### src/hw/bnn_ctrl_pkg.sv
package bnn_ctrl_pkg;

    ////////////////////////////////////////////////////////////
    // sizes

    localparam int LANES      = 4;      // lanes per beat, also units per group
    localparam int NUM_GROUPS = 4;
    localparam int UNITS      = LANES * NUM_GROUPS;
    localparam int SEL_W      = 4;      // wide enough for all 16 units
    localparam int WGT_W      = 7;
    localparam int PIX_W      = 10;
    localparam int BYTE_W     = 8;
    localparam int BIAS_BYTES = 8;

    ////////////////////////////////////////////////////////////
    // instruction and data beat

    // declared msb first, bias_wr ends up at bit 11 and psum_rst at bit 0
    typedef struct packed {
        logic             bias_wr;
        logic             bin_wr;
        logic             group_add;      // accumulate across units
        logic             img_en;
        logic             wgt_en;
        logic             img_data_sel;
        logic             psum_add;
        logic [SEL_W-1:0] sel;            // group on loads, unit/group on compute
        logic             psum_rst;
    } instr_t;

    typedef struct packed {
        logic [LANES-1:0][BYTE_W-1:0] lane;
    } data_beat_t;

    typedef enum logic [2:0] {
        OP_IDLE,
        OP_PSUM_RST,
        OP_PSUM_ADD,
        OP_GROUP_ADD,
        OP_BIN_WR
    } calc_op_t;

    typedef enum logic [1:0] {
        PH_WGT,
        PH_BIAS,
        PH_DONE
    } load_phase_t;

    ////////////////////////////////////////////////////////////
    // fill rules

    // weight word of one unit at one address
    function automatic logic [WGT_W-1:0] wgt_word(
        input int unsigned unit_idx,
        input int unsigned addr
    );
        return WGT_W'((unit_idx * 29 + addr * 13 + 7) % (2 ** WGT_W));
    endfunction

    function automatic logic [BYTE_W-1:0] bias_byte(
        input int unsigned index
    );
        return BYTE_W'((index * 53 + 41) % (2 ** BYTE_W));
    endfunction

    // raw pixel, full width before the row shift
    function automatic logic [PIX_W-1:0] pixel_word(
        input int unsigned unit_idx,
        input int unsigned col
    );
        return PIX_W'((unit_idx * 97 + col * 61 + 3) % (2 ** PIX_W));
    endfunction

endpackage

### src/hw/bnn_ctrl_top.sv
`timescale 1ns/100ps

module bnn_ctrl_top #(
    parameter int WGT_DEPTH   = 56,
    parameter int IMG_COLS    = 10,
    parameter int WINDOW_COLS = 6,
    parameter int KERNEL_TAPS = 6
) (
    input  logic                     clk,
    input  logic                     rst,
    output bnn_ctrl_pkg::instr_t     instr,
    output bnn_ctrl_pkg::data_beat_t data
);

    bnn_ctrl_pkg::instr_t     ld_instr;
    bnn_ctrl_pkg::instr_t     st_instr;
    bnn_ctrl_pkg::instr_t     cs_instr;
    bnn_ctrl_pkg::data_beat_t ld_data;
    bnn_ctrl_pkg::data_beat_t st_data;
    logic                     load_done;
    logic                     calc_start;
    logic                     calc_done;

    ////////////////////////////////////////////////////////////
    // engines

    param_loader #(
        .WGT_DEPTH (WGT_DEPTH)
    ) loader_i (
        .clk       (clk),
        .rst       (rst),
        .ld_instr  (ld_instr),
        .ld_data   (ld_data),
        .load_done (load_done)
    );

    img_streamer #(
        .IMG_COLS    (IMG_COLS),
        .WINDOW_COLS (WINDOW_COLS)
    ) streamer_i (
        .clk        (clk),
        .rst        (rst),
        .load_done  (load_done),
        .calc_done  (calc_done),
        .st_instr   (st_instr),
        .st_data    (st_data),
        .calc_start (calc_start)
    );

    calc_sequencer #(
        .KERNEL_TAPS (KERNEL_TAPS)
    ) seq_i (
        .clk        (clk),
        .rst        (rst),
        .calc_start (calc_start),
        .cs_instr   (cs_instr),
        .calc_done  (calc_done)
    );

    // one engine at a time, idle ones drive zeros
    assign instr = bnn_ctrl_pkg::instr_t'(ld_instr | st_instr | cs_instr);
    assign data  = bnn_ctrl_pkg::data_beat_t'(ld_data | st_data);   // sequencer has no data

endmodule

### src/hw/calc_sequencer.sv
`timescale 1ns/100ps

module calc_sequencer #(
    parameter int KERNEL_TAPS = 6
) (
    input  logic                 clk,
    input  logic                 rst,
    input  logic                 calc_start,
    output bnn_ctrl_pkg::instr_t cs_instr,
    output logic                 calc_done
);

    bnn_ctrl_pkg::calc_op_t          op;
    logic [bnn_ctrl_pkg::SEL_W-1:0] step;        // tap or unit index
    logic                            pass;        // image data select of this pass
    logic                            step_last;
    logic                            busy;

    assign busy = (op != bnn_ctrl_pkg::OP_IDLE);

    always_comb begin
        step_last = 1'b1;    // single cycle ops
        case (op)
            bnn_ctrl_pkg::OP_PSUM_ADD:
                step_last = (step == bnn_ctrl_pkg::SEL_W'(KERNEL_TAPS - 1));
            bnn_ctrl_pkg::OP_GROUP_ADD:
                step_last = (step == bnn_ctrl_pkg::SEL_W'(bnn_ctrl_pkg::UNITS - 1));
            default: ;
        endcase
    end

    ////////////////////////////////////////////////////////////
    // microsequence

    always_ff @(posedge clk) begin
        if (rst) begin
            op        <= bnn_ctrl_pkg::OP_IDLE;
            step      <= '0;
            pass      <= 1'b0;
            calc_done <= 1'b0;
        end else begin
            calc_done <= 1'b0;
            step      <= step_last ? '0 : step + 1'b1;
            case (op)
                bnn_ctrl_pkg::OP_IDLE: begin
                    if (calc_start) begin
                        op   <= bnn_ctrl_pkg::OP_PSUM_RST;
                        pass <= 1'b0;
                    end
                end
                bnn_ctrl_pkg::OP_PSUM_RST: begin
                    op <= bnn_ctrl_pkg::OP_PSUM_ADD;
                end
                bnn_ctrl_pkg::OP_PSUM_ADD: begin
                    if (step_last) begin
                        op <= bnn_ctrl_pkg::OP_GROUP_ADD;
                    end
                end
                bnn_ctrl_pkg::OP_GROUP_ADD: begin
                    if (step_last) begin
                        op <= bnn_ctrl_pkg::OP_BIN_WR;
                    end
                end
                bnn_ctrl_pkg::OP_BIN_WR: begin
                    if (pass) begin
                        op        <= bnn_ctrl_pkg::OP_IDLE;
                        calc_done <= 1'b1;
                    end else begin
                        op   <= bnn_ctrl_pkg::OP_PSUM_RST;     // second pass
                        pass <= 1'b1;
                    end
                end
                default: op <= bnn_ctrl_pkg::OP_IDLE;
            endcase
        end
    end

    ////////////////////////////////////////////////////////////
    // opcode to instruction fields

    always_comb begin
        cs_instr              = '0;
        cs_instr.img_data_sel = pass;    // keeps last select between runs
        case (op)
            bnn_ctrl_pkg::OP_PSUM_RST: cs_instr.psum_rst = 1'b1;
            bnn_ctrl_pkg::OP_PSUM_ADD: begin
                cs_instr.psum_add = 1'b1;
                cs_instr.sel      = step;
            end
            bnn_ctrl_pkg::OP_GROUP_ADD: begin
                cs_instr.group_add = 1'b1;
                cs_instr.sel       = step;
            end
            bnn_ctrl_pkg::OP_BIN_WR:   cs_instr.bin_wr = 1'b1;
            default: ;
        endcase
    end

    // streamer has to hold off until calc_done
    a_start_when_idle: assert property (@(posedge clk) disable iff (rst)
        calc_start |-> !busy);

    a_one_op: assert property (@(posedge clk) disable iff (rst)
        $onehot0({cs_instr.psum_rst, cs_instr.psum_add, cs_instr.group_add, cs_instr.bin_wr}));

endmodule

### src/hw/img_streamer.sv
`timescale 1ns/100ps

module img_streamer #(
    parameter int IMG_COLS    = 10,
    parameter int WINDOW_COLS = 6
) (
    input  logic                     clk,
    input  logic                     rst,
    input  logic                     load_done,
    input  logic                     calc_done,
    output bnn_ctrl_pkg::instr_t     st_instr,
    output bnn_ctrl_pkg::data_beat_t st_data,
    output logic                     calc_start
);

    localparam int SLOT_CYCLES = 4;
    localparam int BEAT_SLOT   = 1;     // beat goes out in the second slot cycle
    localparam int SLOT_W      = $clog2(SLOT_CYCLES);
    localparam int GRP_W       = $clog2(bnn_ctrl_pkg::NUM_GROUPS);
    localparam int COL_W       = $clog2(IMG_COLS);

    logic [SLOT_W-1:0] slot;
    logic [GRP_W-1:0]  grp;
    logic [COL_W-1:0]  col;
    logic              row;
    logic              running;
    logic              waiting;     // compute run in flight
    logic              col_end;

    assign col_end = (slot == SLOT_W'(SLOT_CYCLES - 1)) &&
                     (grp == GRP_W'(bnn_ctrl_pkg::NUM_GROUPS - 1));

    ////////////////////////////////////////////////////////////
    // column walk

    always_ff @(posedge clk) begin
        if (rst) begin
            slot       <= '0;
            grp        <= '0;
            col        <= '0;
            row        <= 1'b0;
            running    <= 1'b0;
            waiting    <= 1'b0;
            calc_start <= 1'b0;
        end else begin
            calc_start <= 1'b0;
            if (!running) begin
                running <= load_done;
            end else if (waiting) begin
                if (calc_done) begin
                    waiting <= 1'b0;
                end
            end else begin
                slot <= slot + 1'b1;
                if (slot == SLOT_W'(SLOT_CYCLES - 1)) begin
                    grp <= grp + 1'b1;
                end
                if (col_end) begin
                    // window full from here on
                    if (col >= COL_W'(WINDOW_COLS - 1)) begin
                        calc_start <= 1'b1;
                        waiting    <= 1'b1;
                    end
                    if (col == COL_W'(IMG_COLS - 1)) begin
                        col <= '0;
                        row <= ~row;
                    end else begin
                        col <= col + 1'b1;
                    end
                end
            end
        end
    end

    ////////////////////////////////////////////////////////////
    // image beats

    always_ff @(posedge clk) begin
        if (rst) begin
            st_instr <= '0;
            st_data  <= '0;
        end else begin
            st_instr <= '0;
            st_data  <= '0;
            if (running && !waiting && slot == SLOT_W'(BEAT_SLOT)) begin
                st_instr.img_en <= 1'b1;
                st_instr.sel    <= bnn_ctrl_pkg::SEL_W'(grp);
                for (int i = 0; i < bnn_ctrl_pkg::LANES; i++) begin
                    st_data.lane[i] <= bnn_ctrl_pkg::BYTE_W'(bnn_ctrl_pkg::pixel_word(
                        bnn_ctrl_pkg::LANES * int'(grp) + i, int'(col)) >> (2 * int'(row)));
                end
            end
        end
    end

    a_no_beat_in_calc: assert property (@(posedge clk) disable iff (rst)
        waiting |-> !st_instr.img_en);

endmodule

### src/hw/param_loader.sv
`timescale 1ns/100ps

module param_loader #(
    parameter int WGT_DEPTH = 56
) (
    input  logic                     clk,
    input  logic                     rst,
    output bnn_ctrl_pkg::instr_t     ld_instr,
    output bnn_ctrl_pkg::data_beat_t ld_data,
    output logic                     load_done
);

    localparam int WGT_SLOT    = WGT_DEPTH + 4;     // 4 idle cycles close each group
    localparam int BIAS_CYCLES = 14;
    localparam int BIAS_BEATS  = bnn_ctrl_pkg::BIAS_BYTES / bnn_ctrl_pkg::LANES;
    localparam int CNT_W       = $clog2(WGT_SLOT);
    localparam int GRP_W       = $clog2(bnn_ctrl_pkg::NUM_GROUPS);

    bnn_ctrl_pkg::load_phase_t phase;
    logic [GRP_W-1:0]          grp;
    logic [CNT_W-1:0]          cnt;         // position inside a weight slot or the bias phase
    logic                      done_seen;

    ////////////////////////////////////////////////////////////
    // phase sequencing

    always_ff @(posedge clk) begin
        if (rst) begin
            phase     <= bnn_ctrl_pkg::PH_WGT;
            grp       <= '0;
            cnt       <= '0;
            load_done <= 1'b0;
        end else begin
            load_done <= 1'b0;
            case (phase)
                bnn_ctrl_pkg::PH_WGT: begin
                    if (cnt == CNT_W'(WGT_SLOT - 1)) begin
                        cnt <= '0;
                        grp <= grp + 1'b1;
                        if (grp == GRP_W'(bnn_ctrl_pkg::NUM_GROUPS - 1)) begin
                            phase <= bnn_ctrl_pkg::PH_BIAS;
                        end
                    end else begin
                        cnt <= cnt + 1'b1;
                    end
                end
                bnn_ctrl_pkg::PH_BIAS: begin
                    if (cnt == CNT_W'(BIAS_CYCLES - 1)) begin
                        cnt       <= '0;
                        phase     <= bnn_ctrl_pkg::PH_DONE;
                        load_done <= 1'b1;   // lands in the last bias cycle
                    end else begin
                        cnt <= cnt + 1'b1;
                    end
                end
                default: ;                   // parked until reset
            endcase
        end
    end

    ////////////////////////////////////////////////////////////
    // beats

    always_ff @(posedge clk) begin
        if (rst) begin
            ld_instr <= '0;
            ld_data  <= '0;
        end else begin
            ld_instr <= '0;
            ld_data  <= '0;
            if (phase == bnn_ctrl_pkg::PH_WGT && cnt < CNT_W'(WGT_DEPTH)) begin
                ld_instr.wgt_en <= 1'b1;
                ld_instr.sel    <= bnn_ctrl_pkg::SEL_W'(grp);
                for (int i = 0; i < bnn_ctrl_pkg::LANES; i++) begin
                    // 7 bit word, zero extended
                    ld_data.lane[i] <= bnn_ctrl_pkg::BYTE_W'(bnn_ctrl_pkg::wgt_word(
                        bnn_ctrl_pkg::LANES * int'(grp) + i, int'(cnt)));
                end
            end else if (phase == bnn_ctrl_pkg::PH_BIAS && cnt < CNT_W'(BIAS_BEATS)) begin
                ld_instr.bias_wr <= 1'b1;
                for (int i = 0; i < bnn_ctrl_pkg::LANES; i++) begin
                    ld_data.lane[i] <= bnn_ctrl_pkg::bias_byte(
                        bnn_ctrl_pkg::LANES * int'(cnt) + i);
                end
            end
        end
    end

    always_ff @(posedge clk) begin
        if (rst) begin
            done_seen <= 1'b0;
        end else if (load_done) begin
            done_seen <= 1'b1;
        end
    end

    a_wgt_bias_excl: assert property (@(posedge clk) disable iff (rst)
        !(ld_instr.wgt_en && ld_instr.bias_wr));

    // streamer must get exactly one start
    a_done_once: assert property (@(posedge clk) disable iff (rst)
        load_done |-> !done_seen);

endmodule

### config.mk
export PLATFORM = sky130hd
export DESIGN_NAME = bnn_ctrl_top
export DESIGN_NICKNAME = d
export VERILOG_FILES = /design/src/hw/bnn_ctrl_pkg.sv /design/src/hw/bnn_ctrl_top.sv /design/src/hw/calc_sequencer.sv /design/src/hw/img_streamer.sv /design/src/hw/param_loader.sv
export SDC_FILE = /design/constraint.sdc
export NUM_CORES = 1
export LEC_CHECK = 0
export BUFFER_PORTS_ARGS = -buffer_cell sky130_fd_sc_hd__buf_2
export CORE_MARGIN = 2
export CORE_UTILIZATION = 45
export CTS_CLUSTER_SIZE = 30
export DETAILED_ROUTE_END_ITERATION = 6
export PLACE_DENSITY_LB_ADDON = 0.2
export SLEW_MARGIN = 10
export SYNTH_ARGS = -nofsm -noshare
export SYNTH_HDL_FRONTEND = slang
export SYNTH_SLANG_ARGS = --single-unit
### constraint.sdc
create_clock -name clk -period 12.9 [get_ports clk]
set_input_delay 0.645 -clock clk [delete_from_list [all_inputs] [get_ports clk]]
set_output_delay 0.645 -clock clk [all_outputs]
set_load 0.02 [all_outputs]
Yosys cells after proc, flatten, opt, wreduce, memory -nomap -nowiden --
Cells that the tools add are included.
Word-level totals: flip-flop bits (word level) 107, input bits 2, word-level logic and storage cells 181
Operators by class: muxes and demuxes 33, reduce and logical (&&, ||, !) cells 27, equality and inequality tests 20, $add $sub $neg 35, shift-type cells 4, multipliers 14, bitwise operators 11, $lt $le $gt $ge 3
Operators with widths (count):
- 32-bit by 5-bit multiplier with 7-bit output (second input constant) | 3
- 32-bit by 6-bit multiplier with 8-bit output (second input constant) | 3
- 32-bit by 7-bit multiplier with 10-bit output (second input constant) | 3
- 31-bit 2-to-1 mux | 2
- 10-bit adder | 4
- 10-bit by 2-bit adder with 10-bit output (second input constant) | 4
- 10-bit by 2-bit right shift with 8-bit output | 4
- 8-bit by 6-bit adder with 8-bit output (second input constant) | 4
- 32-bit bitwise OR | 1
- 7-bit by 3-bit adder with 7-bit output (second input constant) | 4
- 7-bit adder | 4
- 4-bit by 2-bit adder with 5-bit output (second input constant) | 4
- 8-bit by 2-bit adder with 9-bit output (second input constant) | 2
- 1-bit 2-to-1 mux | 16
- 3-bit one-hot mux with 5 select lines | 1
- 2-bit OR reduction | 7
- 6-bit 2-to-1 mux | 2
- 12-bit by 11-bit bitwise OR with 12-bit output | 1
- 12-bit bitwise OR | 1
- 6-bit one-hot mux with 2 select lines | 1
- 4-bit by 1-bit adder with 5-bit output (second input constant) | 2
- 4-bit by 6-bit multiplier with 10-bit output (second input constant) | 1
- 2-bit by 1-bit != test with 1-bit output (second input constant) | 5
- 8-bit by 1-bit adder with 9-bit output (second input constant) | 1
- 35 further kinds | 67

Longest topological paths before layout --
Gate-level depths: netlist (run 1).
word-level depth 5, mapped depth 19

Modules after synthesis --
A second synthesis (run 1) with hierarchy kept.
Unflattened totals: cells, all modules 869, area, all modules 7910.1 um^2
Modules (own cells, without submodules):
- param_loader | area an instance 3573.4 um^2, cells an instance 357, instances 1
- img_streamer | area an instance 3560.9 um^2, cells an instance 410, instances 1
- calc_sequencer | area an instance 500.5 um^2, cells an instance 58, instances 1
- bnn_ctrl_top | area an instance 275.3 um^2, cells an instance 44, instances 1

Least setup slack after synthesis (run 1) --
No wires, ideal clock.
path kind flip-flop to flip-flop, from register loader_i.cnt[0], to register loader_i.ld_data[14] (netlist name), cell stages (with the launch flop) 17, buffers on the path 1, data arrival time 4.207 ns, library setup time 0.131 ns, setup slack 8.561 ns, clock period less this slack 4.339 ns, cell sequence dfxtp_1 buf_2 inv_1 ha_1 inv_1 ha_1 ha_1 fa_1 ha_1 fa_1 ha_1 ha_1 a31oi_1 xnor2_1 xnor2_1 xnor2_1 o22ai_1
On the way: cells in the longest elaborated chain, start to end 5, elaborated cells between the ends (all ways) 12, classes of those cells add/sub: 4; mul: 2; order compare: 2; mux: 2; reduce/logical: 2
Ends and longest elaborated chain:
- from (decl) | RTL line param_loader.sv:21 | logic [CNT_W-1:0] cnt;
- from (signal assigned) | RTL line param_loader.sv:44 | cnt <= cnt + 1'b1;
- from (signal assigned) | RTL line param_loader.sv:53 | cnt <= cnt + 1'b1;
- 8-bit by 1-bit adder with 9-bit output | RTL line param_loader.sv:83 | bnn_ctrl_pkg::LANES * int'(cnt) + i);
- 32-bit by 6-bit multiplier with 8-bit output | RTL line bnn_ctrl_pkg.sv:63 | return BYTE_W'((index * 53 + 41) % (2 ** BYTE_W));
- 8-bit by 6-bit adder with 8-bit output | RTL line bnn_ctrl_pkg.sv:63
- 31-bit 2-to-1 mux | RTL line param_loader.sv:79 | end else if (phase == bnn_ctrl_pkg::PH_BIAS && cnt < CNT_W'(BIAS_BEATS)) begin
- 31-bit 2-to-1 mux * | RTL line param_loader.sv:71 | if (phase == bnn_ctrl_pkg::PH_WGT && cnt < CNT_W'(WGT_DEPTH)) begin
Every way passes the cells marked *; elsewhere a longest branch is shown, timed or not. A chain may end at the register's enable or synchronous reset.

Final worst setup path (run 1) --
from register loader_i.cnt[0], to register loader_i.ld_data[14] (netlist name)
On the way: cells in the longest elaborated chain, start to end 5, elaborated cells between the ends (all ways) 12, classes of those cells add/sub: 4; mul: 2; order compare: 2; mux: 2; reduce/logical: 2
Ends and longest elaborated chain (RTL line):
- 8-bit by 1-bit adder with 9-bit output | param_loader.sv:83
- 32-bit by 6-bit multiplier with 8-bit output | bnn_ctrl_pkg.sv:63
- 8-bit by 6-bit adder with 8-bit output | bnn_ctrl_pkg.sv:63
- 31-bit 2-to-1 mux | param_loader.sv:79
- 31-bit 2-to-1 mux * | param_loader.sv:71
Marks and branches as above.

==> metrics.yaml, run 1 <==
holdBufCountCts: 0
setup_tns_ns: 0
p_leak_nw: 4.03
synth_top_area_frac: 0.274
crit_type: "reg -> reg"
coreArea_um2: 15900
cts_setup_buffers: 0
clk_pin_slew_worst_paths_ns: 0.08
io_pins: 46
power_density_nw_per_um2: 108
synth_async_sr_flop_share: 0
crit_top_cell: "ha_1"
dieWidth_um: 132
r2r_cells: 15
worst_slack_ns: 7.94
drv_cap: 0
synth_top_area_cell: "dfxtp_1"
crit_fanout: 13
hold_viol: 0
cts-buffers-inserted: 9
syn_avg_cell_area_um2: 9.01
hold_depth: 2
tritoncts: "yes"
drcViolationCount: 0
nNetsFinal: 997
fillers: 1565
hp-start: "loader_i.load_done"
synthFlopType: "dfxtp_1"
vias_per_cell: 5.07
finalWirelength_um: 16600
reg2reg_slack_ns: 7.94
start_util: 0.464
std_cell_rows: 46
slowest_delay_ns: 0.66
first_global_vias: 5240
worst_pin_slew_ns: 1.06
drive_above_1_share: 0.132
max_freq_mhz: 201
path_cells: "inv_1 -> ha_1 -> inv_1 -> ha_1 -> ha_1 -> fa_1 -> ha_1 -> fa_1 -> ha_1 -> ha_1 -> a31oi_1 -> xnor2_1 -> xnor2_1 -> xnor2_1 -> o22ai_1"
cp-start-kind: "flop"
hpwl_um: 13100
period_minus_slack_ns: 4.96
slew_headroom: 0.293
status: "complete, no violations"
port_buffers: 45
synthTopCellsByArea: "dfxtp_1, ha_1, xnor2_1, fa_1, xor2_1"
cp-end-kind: "flop"
arrival_ns: 5.15
cp.required_ns: 13.09
die-height_um: 132
worst_hold_path.endpoint: "streamer_i.running"
synth_edf_count: 0
die-area_um2: 17500
worstSkewPairLatency_ns: 0.35
rsz0062_at_grt: "false"
reg2reg_to: "loader_i.ld_data[14]"
vias: 5419
finalSetupViolations: 0
place_ws_ns: 8.02
cp_slowest_cell: "dfxtp_1"
grt_pass1_wl_um: 27400
synth_cells: 820
hold_ws_ns: 0.439
final_max_slew_viol_count: 0
grt_usage: 0.197
synth-seq-cells: 101
ant_nets: 0
rr_startpoint: "loader_i.cnt[0]"
grt_max_degree: 48
drtIter0Drc: 351
dr.pass1.iters: 4
fin_skew_ns: 0.0127
finalWeightedCongestion: 0.865
fin_crit_sh: 0.385
cts-resized-gates: 0
overflow: 0
syn-cell-area_um2: 7390
clockRootBuffer: "clkbuf_16"
min_path_type: "reg -> reg"
ys_types: 57
peakVddDrop_mv: 0.0803
cts.sinks: 101
htreeDepth: 3
syn_nets: 969
yosys_warnings: 0
antenna_found_initial: 0
num_antenna_cells: 0
wire_per_inst_um: 15.6
clk_path_buf_depth: 2
syn_to_final_growth_pct: 9.02
seq_area_frac_synth: 0.274
## metal layers
metal | global-route usage | wire length (um) | vias up
li1 | - | - | 2798
met5 | 0 | 0 | -
met3 | 0.0323 | 712 | 17
met4 | 0.0562 | 257 | 0
met1 | 0.294 | 8820 | 2496
met2 | 0.293 | 6830 | 108
## critical path: cells and delay by family, from the launching register on
kind                       cells  cell delay, ns
AOI/OAI and AO/OA              2            0.31
adders and majority gates      8            2.98
xor gates and xnor gates       3            0.46
buffers and inverters          2            0.40
DFF                            1            0.66
## worst max path at each step
stage | start | end | slack (ns) | cells after the start
finish | loader_i.cnt[0] | loader_i.ld_data[14] | 7.94 | 15
global route | loader_i.cnt[0] | loader_i.ld_data[22] | 7.64 | 18
CTS | loader_i.cnt[0] | loader_i.ld_data[14] | 8.00 | 17
detailed placement | loader_i.cnt[0] | loader_i.ld_data[22] | 8.02 | 18
global placement | loader_i.cnt[0] | loader_i.ld_data[14] | 8.23 | 15
floorplan | loader_i.cnt[0] | loader_i.ld_data[14] | 8.56 | 16
## through the flow
stage / util / std cells / cell area (um^2) / power (W)
finish: 0.505 / 1069 / 8060 / 0.000872
floorplan: - / 820 / 7390 / 0.000549
CTS: 0.505 / 1069 / 8060 / 0.000882
global route: 0.505 / 1069 / 8060 / 0.000924
global placement: 0.487 / 1053 / 7760 / 0.000614
detailed placement: 0.487 / 1053 / 7760 / 0.000615
## flip-flops by register name, summed over array words and instances, names as in the netlist
register / count
loader_i.grp: 2
streamer_i.st_instr: 3
seq_i.op: 3
streamer_i.slot: 2
loader_i.ld_data: 30
loader_i.ld_instr: 4
loader_i.cnt: 6
loader_i.phase: 2
loader_i.load_done: 1
streamer_i.st_data: 32
streamer_i.calc_start: 1
seq_i.pass: 1
streamer_i.grp: 2
streamer_i.row: 1
streamer_i.col: 4
seq_i.step: 4
seq_i.calc_done: 1
streamer_i.running: 1
streamer_i.waiting: 1
## cell usage in the layout (no fill, tap or decap), types with 32 or more instances in the layout
cell and instances:
xor2_1 37, xnor2_1 64, ha_1 126, inv_1 63
buf_2 45, a21oi_1 56, o21ai_0 32, dfxtp_1 101
nor2_1 70, or2_2 36, nand2_1 41
## layout make-up
type	count	area, um^2	share of cell area
timing repair buffer	48	248	0.0307
clock buffer	9	225	0.0280
inverter	66	248	0.0307
sequential	101	2020	0.251
clock inverter	7	68.8	0.00854
tap	216	270	0.0335
multi-input combinational	622	4980	0.618
## where the power goes
part | switching (W) | internal (W)
clock network | 0.000128 | 0.000135
logic | 0.000148 | 0.000120
registers | 0.00000801 | 0.000332
## synth_stat cells, types with 2 or more instances
cell      instances
ha_1            126
dfxtp_1         101
nor2_1           70
xnor2_1          64
inv_1            63
a21oi_1          56
nand2_1          41
xor2_1           37
or2_2            36
o21ai_0          32
fa_1             21
clkbuf_1         18
a21o_1           14
nor3_1           14
nand3_1          10
o22ai_1          10
a31oi_1           8
nor2b_1           8
a211oi_1          6
and2_1            6
buf_2             5
nand2b_1          5
o21bai_1          5
and3_1            4
buf_4             4
o21a_1            4
xnor2_2           4
a211o_1           3
buf_1             3
nand4_1           3
nor3b_1           3
o211ai_1          3
a21oi_2           2
a22o_1            2
a22oi_1           2
clkinv_1          2
mux2i_1           2
nor4_1            2
o221ai_1          2
or3_1             2
## cell families after synthesis
logic type      share of synthesized area
simple gates                        0.134
buf+inv                            0.0532
mux                               0.00609
flops                               0.274
compound gates                      0.132
fa+ha+maj                           0.270
xor+xnor                            0.131
(Power assumes the default switching activity.)
==> run 2, diff against run 1 <==
--- a/config.mk
+++ b/config.mk
@@ -5,6 +5,7 @@
 export SDC_FILE = /design/constraint.sdc
 export NUM_CORES = 1
 export LEC_CHECK = 0
+export ABC_AREA = 1
 export BUFFER_PORTS_ARGS = -buffer_cell sky130_fd_sc_hd__buf_2
 export CORE_MARGIN = 2
 export CORE_UTILIZATION = 45
==> constraint.sdc (replaced) <==
create_clock -name clk -period 4.1 [get_ports clk]
set_input_delay 0.205 -clock clk [delete_from_list [all_inputs] [get_ports clk]]
set_output_delay 0.205 -clock clk [all_outputs]
set_load 0.02 [all_outputs]
==> run 2 against run 1 <==
Net effect:
- clock skew down 0.0066 ns
- design area up 11%
- routed wire length up 15%
- hold slack worse by 0.14 ns
- utilization up 3.2 points
- sequential cell count unchanged
- count of clock-buffer cells in the layout unchanged
- sequential share of layout area down 2.3 points
- final cell count up 20%
- critical path type unchanged
==> metrics.yaml, run 2 <==
fin_skew_ns: 0.00607  # -0.00659 ns
drcViolationCount: 0  # unchanged
clockRootBuffer: "clkbuf_16"
grt_max_degree: 38  # -21%
synth_async_sr_flop_share: 0  # unchanged
drv_cap: 0  # unchanged
coreArea_um2: 16600  # +4.4%
drtIter0Drc: 451  # +28%
first_global_vias: 5924  # +13%
synth.most_common_cell: "inv_1"
grt_pass1_wl_um: 30300  # +11%
slowest_delay_ns: 0.58  # -0.08 ns
clk_path_buf_depth: 2  # unchanged
antenna_found_initial: 0  # unchanged
cp-end-kind: "flop"
period_minus_slack_ns: 4.09  # -0.873 ns
fin_crit_sh: 0.998  # +0.613
drive_above_1_share: 0.191  # +0.0581
arrival_ns: 4.35  # -0.80 ns
num_antenna_cells: 0  # unchanged
crit_buf_inv: 5  # +3
start_util: 0.462  # -0.00166
max_freq_mhz: 244  # +21%
port_buffers: 45  # unchanged
cts-buffers-inserted: 9  # unchanged
seq_area_frac_synth: 0.263  # -0.0106
syn_to_final_growth_pct: 16.4
crit_fanout: 3  # -10
largest_reg_flops: 32  # unchanged
crit_type: "reg -> reg"
overflow: 0  # unchanged
dieWidth_um: 135  # +1.9%
path_cells: "fa_1 -> fa_1 -> ha_4 -> nand3_2 -> nand3_2 -> a21oi_2 -> o21ai_2 -> xor2_1 -> inv_1 -> ha_4 -> inv_2 -> fa_2 -> inv_1 -> nor2_1 -> nor2_1 -> buf_4 -> a21oi_2 -> nand3_2 -> nand3_1 -> nand3_1 -> nand2_1 -> inv_1"
synthTopCellsByArea: "dfxtp_1, ha_1, inv_1, nand2_1, fa_1"
synthFlopType: "dfxtp_1"
nNetsFinal: 1204  # +21%
synth_top_area_cell: "dfxtp_1"
peakVddDrop_mv: 0.354  # +340%
critPathCapture: "streamer_i.st_data[31]"
crit_family: "adder cells"
vias_per_cell: 4.95  # -2.4%
std_cell_rows: 47  # +2.2%
worstSetupPathDepth: 22  # +7
grt_usage: 0.215  # +0.0178
ant_nets: 0  # unchanged
synth_edf_count: 0  # unchanged
hold_viol: 0  # unchanged
cp.required_ns: 4.36  # -8.73 ns
ys_types: 46  # -19%
min_path_type: "in -> reg"
clk_pin_slew_worst_paths_ns: 0.07  # about the same
reg2reg_slack_ns: 0.01  # -7.93 ns
synth_cells: 968  # +18%
die-area_um2: 18100  # +3.9%
tritoncts: "yes"
layout_commonest_cell: "inv_1"
synth_commonest_cells: "inv_1, nand2_1, ha_1"
io_pins: 46  # unchanged
rr_startpoint: "streamer_i.col[3]"
worstSkewPairLatency_ns: 0.36  # about the same
finalSetupViolations: 0  # unchanged
syn-cell-area_um2: 7690  # +4.0%
p_leak_nw: 4.78  # +19%
wire_per_inst_um: 14.9  # -4.2%
vias: 6331  # +17%
startpoint: "streamer_i.col[3]"
syn_nets: 1117  # +15%
power_density_nw_per_um2: 334  # +210%
htreeDepth: 3  # unchanged
yosys_warnings: 0  # unchanged
reg2reg_to: "streamer_i.st_data[31]"
r2r_cells: 22  # +7
dr.pass1.iters: 4  # unchanged
finalWirelength_um: 19100  # +15%
hpwl_um: 15200  # +16%
cp-start-kind: "flop"
synth-seq-cells: 101  # unchanged
top_regs: "streamer_i.st_data x32, loader_i.ld_data x30, loader_i.cnt x6"
synth_top_area_frac: 0.263  # -0.0106
status: "complete, no violations"
final_cell_mix: "inv_1, nand2_1, ha_1, dfxtp_1, nor2_1"
final_max_slew_viol_count: 0  # unchanged
power_w: 0.00298  # +240%
top_register: "streamer_i.st_data"
cts.sinks: 101  # unchanged
syn_avg_cell_area_um2: 7.94  # -12%
setup_tns_ns: 0  # unchanged
holdBufCountCts: 0  # unchanged
die-height_um: 135  # +1.9%
finalWeightedCongestion: 0.888  # +2.8%
cp_slowest_cell: "fa_1"
rsz0062_at_grt: "true"
fillers: 1565  # unchanged
worst_pin_slew_ns: 0.863  # -0.194 ns
slew_headroom: 0.421  # +0.128
[run 2: repair_timing]
item | in CTS | in global routing
resized for setup | 8 | 24
endpoints found under the setup margin | 4 | 9
pin swaps | 19 | 16
buffers inserted | 5 | 2
[run 2: layout make-up]
type	instances	area, um^2	area share
clock buffers	9	225	0.0252
flip-flops and latches	101	2030	0.227
multi-input cells	691	5140	0.575
repair buffers	98	623	0.0697
inverters	154	578	0.0646
well taps	220	275	0.0308
clock inverters	7	66.3	0.00741
[run 2: cells by family (layout without fill, tap and decap cells)]
logic type | count (synthesis) | after routing | synth area share
AND/OR/NAND/NOR | 324 | 324 | 0.189
buffers and inverters | 176 | 268 | 0.0892
adder cells (fa/ha/maj) | 147 | 147 | 0.260
AO/OA/AOI/OAI | 140 | 140 | 0.106
flip-flops | 101 | 101 | 0.263
XOR/XNOR | 80 | 80 | 0.0921
[run 2: per-layer routing]
metal  global-route usage  part of all wire
met4               0.0491             0.010
met5                    0                 0
met3               0.0312             0.042
met2                0.339              0.44
met1                0.312              0.51
[run 2: power breakdown]
part	switching (W)	internal [W]	total, W
logic	0.000589	0.000457	0.00105
clock network	0.000421	0.000426	0.000847
registers	0.0000342	0.00106	0.00109
[run 2: stage by stage]
| step | hold slack [ns] | area, um^2 | worst slack [ns] | util | std cells |
|---|---|---|---|---|---|
| finish | 0.296 | 8940 | 0.00988 | 0.537 | 1280 |
| floorplan | 0.411 | 7720 | -0.0668 | - | 968 |
| detailed placement | 0.422 | 8460 | -0.0350 | 0.508 | 1257 |
| global route | 0.304 | 8940 | -0.224 | 0.537 | 1280 |
| CTS | 0.281 | 8820 | -0.0506 | 0.530 | 1278 |
| global placement | 0.416 | 8460 | 0.0346 | 0.508 | 1257 |
[run 2: worst min-delay path by stage]
| stage | from | end | slack (ns) | cells past startpoint |
|---|---|---|---|---|
| 5_1_grt | rst | seq_i.pass | 0.30 | 2 |
| 3_3_place_gp | loader_i.load_done | streamer_i.running | 0.42 | 2 |
| 6_report | rst | loader_i.load_done | 0.30 | 2 |
| 3_5_place_dp | loader_i.load_done | streamer_i.running | 0.42 | 2 |
| 2_1_floorplan | loader_i.load_done | streamer_i.running | 0.41 | 2 |
| 4_1_cts | rst | loader_i.load_done | 0.28 | 2 |
